### src/common/mem_ex_settings.svh
`ifndef MEM_EX_SETTINGS_SVH
`define MEM_EX_SETTINGS_SVH

// entries held between mem and ex, not counting the output register
`define MEM_EX_Q_LENGTH 8

// source operands carried by every entry
`define MEM_EX_NUM_OPS 2

// operand value and producer tag widths
`define MEM_EX_VAL_W 32
`define MEM_EX_TAG_W 4

// fixed part field widths
`define MEM_EX_EIP_W 32
`define MEM_EX_ALUK_W 5
`define MEM_EX_OPSIZE_W 2

`endif
### src/common/mem_ex_pkg.sv
`default_nettype none
`include "mem_ex_settings.svh"

package mem_ex_pkg;

    // one source operand as it sits in the queue
    // wake set means value holds the real operand
    // wake clear means value is stale and tag names the producer
    typedef struct packed {
        logic                     wake;
        logic [`MEM_EX_TAG_W-1:0] tag;
        logic [`MEM_EX_VAL_W-1:0] value;
    } op_slot_t;

    // modifiable part, rewritten in place by result broadcasts
    typedef op_slot_t [`MEM_EX_NUM_OPS-1:0] mem_ex_mod_t;

    // fixed part, written once at accept and never touched again
    typedef struct packed {
        logic [`MEM_EX_EIP_W-1:0]    eip;
        logic [`MEM_EX_ALUK_W-1:0]   aluk;
        logic [`MEM_EX_TAG_W-1:0]    dest_tag;
        logic [`MEM_EX_OPSIZE_W-1:0] opsize;
    } mem_ex_fix_t;

    // whole entry as pushed by mem and presented to ex
    typedef struct packed {
        mem_ex_mod_t mod;
        mem_ex_fix_t fix;
    } mem_ex_entry_t;

    // result broadcast from a later stage
    typedef struct packed {
        logic                     valid;
        logic [`MEM_EX_TAG_W-1:0] tag;
        logic [`MEM_EX_VAL_W-1:0] value;
    } result_bcast_t;

endpackage

`default_nettype wire

### src/hw/mem_ex_latches.sv
`default_nettype none
`include "mem_ex_settings.svh"

module mem_ex_latches (
    input  logic                      clk,
    input  logic                      arst_n,
    input  logic                      flush,
    input  logic                      mem_valid,
    input  mem_ex_pkg::mem_ex_entry_t mem_entry,
    input  mem_ex_pkg::result_bcast_t bcast,
    input  logic                      ex_ready,
    output logic                      mem_ready,
    output logic                      ex_valid,
    output mem_ex_pkg::mem_ex_entry_t ex_entry
);

    mem_ex_pkg::mem_ex_mod_t      old_mod [`MEM_EX_Q_LENGTH];
    mem_ex_pkg::mem_ex_mod_t      new_mod [`MEM_EX_Q_LENGTH];
    logic [`MEM_EX_Q_LENGTH-1:0] modify_mask;
    mem_ex_pkg::mem_ex_entry_t    woken_entry;
    mem_ex_pkg::mem_ex_mod_t      head_m;
    mem_ex_pkg::mem_ex_fix_t      head_n;
    logic                         full;
    logic                         empty;
    logic                         rd;

    // broadcast compare over the queue and the entry at the door
    operand_wakeup u_wakeup (
        .old_mod     (old_mod),
        .in_entry    (mem_entry),
        .bcast       (bcast),
        .new_mod     (new_mod),
        .modify_mask (modify_mask),
        .woken_entry (woken_entry)
    );

    // full gates the push, so wr can follow mem_valid directly
    queue_nm #(
        .m_t      (mem_ex_pkg::mem_ex_mod_t),
        .n_t      (mem_ex_pkg::mem_ex_fix_t),
        .q_length (`MEM_EX_Q_LENGTH)
    ) u_queue (
        .clk           (clk),
        .arst_n        (arst_n),
        .wr            (mem_valid),
        .rd            (rd),
        .clr           (flush),
        .m_din         (woken_entry.mod),
        .n_din         (woken_entry.fix),
        .new_m_vector  (new_mod),
        .modify_vector (modify_mask),
        .full          (full),
        .empty         (empty),
        .old_m_vector  (old_mod),
        .dout_m        (head_m),
        .dout_n        (head_n)
    );

    // in-order pop and execute-side register
    ex_issue u_issue (
        .clk      (clk),
        .arst_n   (arst_n),
        .flush    (flush),
        .empty    (empty),
        .head_m   (head_m),
        .head_n   (head_n),
        .ex_ready (ex_ready),
        .rd       (rd),
        .ex_valid (ex_valid),
        .ex_entry (ex_entry)
    );

    assign mem_ready = ~full;

endmodule

`default_nettype wire

### src/hw/ex_issue.sv
`default_nettype none
`include "mem_ex_settings.svh"

module ex_issue (
    input  logic                      clk,
    input  logic                      arst_n,
    input  logic                      flush,
    input  logic                      empty,
    input  mem_ex_pkg::mem_ex_mod_t   head_m,
    input  mem_ex_pkg::mem_ex_fix_t   head_n,
    input  logic                      ex_ready,
    output logic                      rd,
    output logic                      ex_valid,
    output mem_ex_pkg::mem_ex_entry_t ex_entry
);

    logic head_awake;
    logic out_free;

    // head may only go once all of its operands are present
    always_comb begin
        head_awake = 1'b1;
        for (int s = 0; s < `MEM_EX_NUM_OPS; s++) begin
            head_awake = head_awake && head_m[s].wake;
        end
    end

    // output register is free when empty or handed over this edge
    assign out_free = !ex_valid || ex_ready;

    assign rd = !empty && head_awake && !flush && out_free;

    always_ff @(posedge clk or negedge arst_n) begin
        if (!arst_n) begin
            ex_valid <= 1'b0;
        end else if (flush) begin
            ex_valid <= 1'b0;
        end else if (rd) begin
            ex_valid <= 1'b1;
        end else if (ex_ready) begin
            ex_valid <= 1'b0;
        end
    end

    // payload only moves on a pop, so it holds under back-pressure
    always_ff @(posedge clk) begin
        if (rd) begin
            ex_entry.mod <= head_m;
            ex_entry.fix <= head_n;
        end
    end

endmodule

`default_nettype wire

### src/hw/operand_wakeup.sv
`default_nettype none
`include "mem_ex_settings.svh"

module operand_wakeup (
    input  mem_ex_pkg::mem_ex_mod_t      old_mod [`MEM_EX_Q_LENGTH],
    input  mem_ex_pkg::mem_ex_entry_t    in_entry,
    input  mem_ex_pkg::result_bcast_t    bcast,
    output mem_ex_pkg::mem_ex_mod_t      new_mod [`MEM_EX_Q_LENGTH],
    output logic [`MEM_EX_Q_LENGTH-1:0] modify_mask,
    output mem_ex_pkg::mem_ex_entry_t    woken_entry
);

    // an asleep slot waiting on the broadcast producer
    function automatic logic slot_hit(
        input mem_ex_pkg::op_slot_t      slot,
        input mem_ex_pkg::result_bcast_t b
    );
        return b.valid && !slot.wake && (slot.tag == b.tag);
    endfunction

    // fill every matching slot with the broadcast value
    // awake slots pass through untouched
    function automatic mem_ex_pkg::mem_ex_mod_t wake_mod(
        input mem_ex_pkg::mem_ex_mod_t   mod,
        input mem_ex_pkg::result_bcast_t b
    );
        mem_ex_pkg::mem_ex_mod_t res;
        res = mod;
        for (int s = 0; s < `MEM_EX_NUM_OPS; s++) begin
            if (slot_hit(mod[s], b)) begin
                res[s].wake  = 1'b1;
                res[s].value = b.value;
            end
        end
        return res;
    endfunction

    // any hit in an entry
    function automatic logic mod_hit(
        input mem_ex_pkg::mem_ex_mod_t   mod,
        input mem_ex_pkg::result_bcast_t b
    );
        logic hit;
        hit = 1'b0;
        for (int s = 0; s < `MEM_EX_NUM_OPS; s++) begin
            hit = hit | slot_hit(mod[s], b);
        end
        return hit;
    endfunction

    // queued entries
    // the queue itself drops updates to slots that are not live
    always_comb begin
        for (int e = 0; e < `MEM_EX_Q_LENGTH; e++) begin
            new_mod[e]     = wake_mod(old_mod[e], bcast);
            modify_mask[e] = mod_hit(old_mod[e], bcast);
        end
    end

    // incoming entry is corrected before the write
    // otherwise a result in the accept cycle would be missed for good
    always_comb begin
        woken_entry.mod = wake_mod(in_entry.mod, bcast);
        woken_entry.fix = in_entry.fix;
    end

endmodule

`default_nettype wire

### src/hw/queue_nm/queue_nm.sv
`default_nettype none

module queue_nm #(
    parameter type m_t      = logic [7:0],
    parameter type n_t      = logic [7:0],
    parameter int  q_length = 8
) (
    input  logic                clk,
    input  logic                arst_n,
    input  logic                wr,
    input  logic                rd,
    input  logic                clr,
    input  m_t                  m_din,
    input  n_t                  n_din,
    input  m_t                  new_m_vector [q_length],
    input  logic [q_length-1:0] modify_vector,
    output logic                full,
    output logic                empty,
    output m_t                  old_m_vector [q_length],
    output m_t                  dout_m,
    output n_t                  dout_n
);

    localparam int PTR_W = (q_length > 1) ? $clog2(q_length) : 1;
    localparam int CNT_W = $clog2(q_length + 1);
    localparam logic [PTR_W-1:0] LAST_PTR = PTR_W'(q_length - 1);

    // entry storage, split into the two parts
    m_t m_mem [q_length];
    n_t n_mem [q_length];

    logic [PTR_W-1:0]    head;
    logic [PTR_W-1:0]    tail;
    logic [CNT_W-1:0]    count;
    logic [q_length-1:0] occupied;
    logic                do_wr;
    logic                do_rd;

    // circular increment, also for lengths that are not a power of two
    function automatic logic [PTR_W-1:0] ptr_inc(input logic [PTR_W-1:0] p);
        return (p == LAST_PTR) ? '0 : p + 1'b1;
    endfunction

    assign full  = (count == CNT_W'(q_length));
    assign empty = (count == '0);

    // a push into a full queue is dropped
    assign do_wr = wr && !full;
    assign do_rd = rd && !empty;

    // slot i is live when its distance from head is below count
    always_comb begin
        for (int i = 0; i < q_length; i++) begin
            if (i >= int'(head)) begin
                occupied[i] = (i - int'(head)) < int'(count);
            end else begin
                occupied[i] = (i + q_length - int'(head)) < int'(count);
            end
        end
    end

    always_ff @(posedge clk or negedge arst_n) begin
        if (!arst_n) begin
            head  <= '0;
            tail  <= '0;
            count <= '0;
        end else if (clr) begin
            // flush wins over a push or pop in the same cycle
            head  <= '0;
            tail  <= '0;
            count <= '0;
        end else begin
            if (do_wr) begin
                tail <= ptr_inc(tail);
            end
            if (do_rd) begin
                head <= ptr_inc(head);
            end
            if (do_wr && !do_rd) begin
                count <= count + 1'b1;
            end else if (do_rd && !do_wr) begin
                count <= count - 1'b1;
            end
        end
    end

    // in-place update of live entries, then the push at tail
    // tail is never live when a push is allowed so the two never collide
    always_ff @(posedge clk) begin
        for (int i = 0; i < q_length; i++) begin
            if (modify_vector[i] && occupied[i]) begin
                m_mem[i] <= new_m_vector[i];
            end
        end
        if (do_wr) begin
            m_mem[tail] <= m_din;
            n_mem[tail] <= n_din;
        end
    end

    // every modifiable part goes out for the wakeup compare
    assign old_m_vector = m_mem;

    // head entry, valid only while not empty
    assign dout_m = m_mem[head];
    assign dout_n = n_mem[head];

endmodule

`default_nettype wire

### config.mk
export PLATFORM = sky130hd
export DESIGN_NAME = mem_ex_latches
export DESIGN_NICKNAME = d
export VERILOG_FILES = /design/src/common/mem_ex_pkg.sv /design/src/hw/mem_ex_latches.sv /design/src/hw/ex_issue.sv /design/src/hw/operand_wakeup.sv /design/src/hw/queue_nm/queue_nm.sv
export VERILOG_INCLUDE_DIRS = /design/src /design/src/common
export SDC_FILE = /design/constraint.sdc
export NUM_CORES = 2
export LEC_CHECK = 0
export BUFFER_PORTS_ARGS = -buffer_cell sky130_fd_sc_hd__buf_2
export CORE_AREA = 4 4 269 271
export DETAILED_ROUTE_END_ITERATION = 12
export DIE_AREA = 0 0 273 275
export PLACE_DENSITY = 0.84
export SYNTH_ARGS = -nofsm -noshare
export SYNTH_HDL_FRONTEND = slang
export SYNTH_SLANG_ARGS = --single-unit
### constraint.sdc
create_clock -name clk -period 13.4 [get_ports clk]
set_input_delay 4.02 -clock clk [delete_from_list [all_inputs] [get_ports clk]]
set_output_delay 4.02 -clock clk [all_outputs]
set_load 0.02 [all_outputs]
==> impl_metrics.toml <==
[run_status]
status = "finished, final reports clean"

[cts]
cts_setup_buffers = 0
clock-sinks = 1064
clockRootBuffer = "clkbuf_16"
cts_made_buffers = 103
cts_resized = 0
postCtsHoldBufs = 0
clock_path_buffers = 3
clkLatencyLatePin_ns = 0.71
clk_pin_slew_ns = 0.06
cts_tree = "done"
h-tree-depth = 3

[timing]
final_max_slew_viol_count = 0
slew_headroom = 0.0286
fin_crit_ns = 6.94
setup_viol = 0
skew_ns = 0.0382
fmax_mhz = 144
final_hold_viol_count = 0
rsz0062_at_grt = "no"
tightest_slew_ns = 1.45
fin_crit_sh = 0.518
finalSetupTns_ns = 0

[synth]
yosysTopAreaCell = "edfxtp_1"
synth_area_leaders = "edfxtp_1 35%, dfxtp_1 23%, mux4_2 12%"
yosysWarnings = 0
syn_area_um2 = 45100
syn-num-nets = 3869
synthCells = 3664
synth.most_common_cell = "dfxtp_1"
synthArstFlopShare = 0.0103
ys_seq_elements = 1064
synth_top_area_share = 0.350
synthTopCellsByCount = "528 x dfxtp_1, 525 x edfxtp_1, 390 x nand2_1, 348 x nor2_1, 323 x o22ai_1"
synth-seq-area-share = 0.591
synth_edf_count = 525
yosysUniqueCellTypes = 62
syn_area_per_cell_um2 = 12.3
ys_dominant_reg_cell = "dfxtp_1"

[placed_design]
dp.final_hpwl_um = 74600
portBuffers = 277
dp.cells = 4614
place.gp.congestion = 0.875
place_area_um2 = 47000

[power]
swShare = 0.305
p_per_area_nw_per_um2 = 219
clockPowerShare = 0.264
cell_internal_pwr_mw = 7.67
power_switching_mw = 3.37
p_leak_nw = 19.2
pwr-share-seq = 0.452
vdd_drop_max_uv = 193
total_power_mw = 11.0
p_comb_frac = 0.283

[floorplan]
die_area_um2 = 75100
die_y_um = 275
ios = 278
dieWidth_um = 273
row_count = 97
core_area_um2 = 69800
initial_core_util = 0.646

[global_route]
overflow = 0
antenna_found_initial = 32
first_global_vias = 34256
grt_pass1_wl_um = 207000
track_usage = 0.362
grt_max_degree = 170

[worst_setup_path]
rr_worst_depth = 13
r2r_slack_ns = 7.40
r2r-end = "u_queue.old_m_vector[375]$_DFF_P_"
cp.arrival_ns = 7.57
worst-path-max-fanout = 18
cp_top_family = "simple AND/OR/NAND/NOR gates"
required_ns = 14.03
path_cells = "buf_2 > xor2_1 > nor3_1 > nand4b_1 > nand2_1 > buf_4 > o22ai_1 > nor2_1"
startpoint_type = "input pin"
critPathSlowestCell = "nand2_1"
endpoint_kind = "flip-flop"
crit_buf_inv = 2
slowest_delay_ns = 1.15
regToRegStartpoint = "u_queue.head[1]$_DFFE_PN0P_"
path_class = "input pin to flip-flop"

[cells_and_area]
multi_input_area_um2 = 17100
regArea_um2 = 26600
final_util = 0.723
drive_above_1_share = 0.223
nFillCells = 4339
final_area_um2 = 50500
syn_to_final_growth_pct = 12.0
final_cells = 4836
nNetsFinal = 3984

[route]
vias = 34310
drtIter0Drc = 5350
postRouteAntennaNets = 0
firstDrtPassIters = 6
drc = 0
wl_per_cell_um = 29.0
wl_um = 140000
vias_per_cell = 7.09

[hold_path]
holdPathStages = 2
hold_end = "u_queue.old_m_vector[480]$_DFF_P_"
min_from = "u_queue.old_m_vector[480]$_DFF_P_"
hp-class = "flip-flop to flip-flop"

[job]
maxCapViolCount = 0
## sequential cells by signal, indices dropped and copies added (netlist names)
signal,cells
u_issue.ex_entry,117
u_issue.ex_valid,1
u_queue.count,4
u_queue.head,3
u_queue.n_mem,344
u_queue.old_m_vector,592
u_queue.tail,3
## cell usage in the layout (no fill, tap or decap), types with 12 or more instances in the layout
master     count
xnor2_1       47
clkbuf_1      28
dfxtp_1      528
buf_4         57
and2_1        93
diode_2       28
nor2_1       346
mux4_2       234
clkinv_1      17
nand3_1       29
xor2_1        26
buf_2        277
a21o_1        41
or2_2         35
clkbuf_16    106
inv_1         60
clkinv_2      16
o21ai_0       12
and3_1        73
nor3_1        15
a21oi_1      188
nand2_1      390
a221o_1       96
a22o_1        34
edfxtp_1     525
o22ai_1      322
nand2b_1      40
o221a_2       65
ha_1          45
## layer usage
| metal | global-route usage | up-vias | wire (um) |
|---|---|---|---|
| li1 | - | 13964 | - |
| met1 | 0.460 | 16566 | 47000 |
| met2 | 0.563 | 3058 | 64900 |
| met3 | 0.101 | 712 | 19300 |
| met4 | 0.213 | 10 | 9070 |
| met5 | 0 | - | 59 |
## kinds of logic (layout without fill, tap and decap cells)
kind of cell | Yosys count | in the layout | share of synthesized area
compound gates | 793 | 793 | 0.124
xor+xnor | 73 | 73 | 0.0142
fa+ha+maj | 46 | 46 | 0.0129
buf+inv | 395 | 599 | 0.0346
flops | 1064 | 1064 | 0.591
mux | 242 | 242 | 0.119
other cells | 0 | 28 | 0
simple gates | 1051 | 1051 | 0.105
## stage by stage
| step | setup slack [ns] | hold WS, ns |
|---|---|---|
| final | 6.46 | 0.485 |
| after global routing | 6.43 | 0.504 |
| after CTS | 6.66 | 0.477 |
| after detailed placement | 5.96 | 0.463 |
| after global placement | 6.08 | 0.463 |
| after floorplan | 4.91 | 0.446 |
## worst max-delay path by stage
stage | to | depth (start not counted) | start
detailed placement | u_queue.old_m_vector[333]$_DFF_P_ | 8 | bcast[34]
finish | u_queue.old_m_vector[420]$_DFF_P_ | 8 | bcast[34]
floorplan | u_queue.count[1]$_DFFE_PN0P_ | 6 | ex_ready
global route | u_queue.old_m_vector[412]$_DFF_P_ | 8 | bcast[35]
CTS | u_queue.old_m_vector[342]$_DFF_P_ | 8 | bcast[34]
global placement | u_queue.old_m_vector[333]$_DFF_P_ | 8 | bcast[34]
## tightest hold or removal path: stages, from the launching register on
cell and delay, ns:
dfxtp_1 0.33, inv_1 0.05, a22oi_1 0.05
## cell type report
class                      count  share of cell area
antenna                       28             0.00139
clock inverter                53              0.0103
timing repair buffer         337              0.0371
clock buffer                 141              0.0565
multi-input combinational   2205               0.339
inverter                      68             0.00516
tap                          940              0.0233
sequential                  1064               0.527
## power groups by stage
stage,Sequential [mW],Clock (mW),Combinational (mW)
floorplan,4.92,0,2.32
global placement,4.96,0,2.91
detailed placement,4.99,0,3.03
CTS,4.95,2.91,3.08
global route,5.05,3.07,3.36
finish,4.99,2.92,3.13
(Power assumes the default switching activity.)
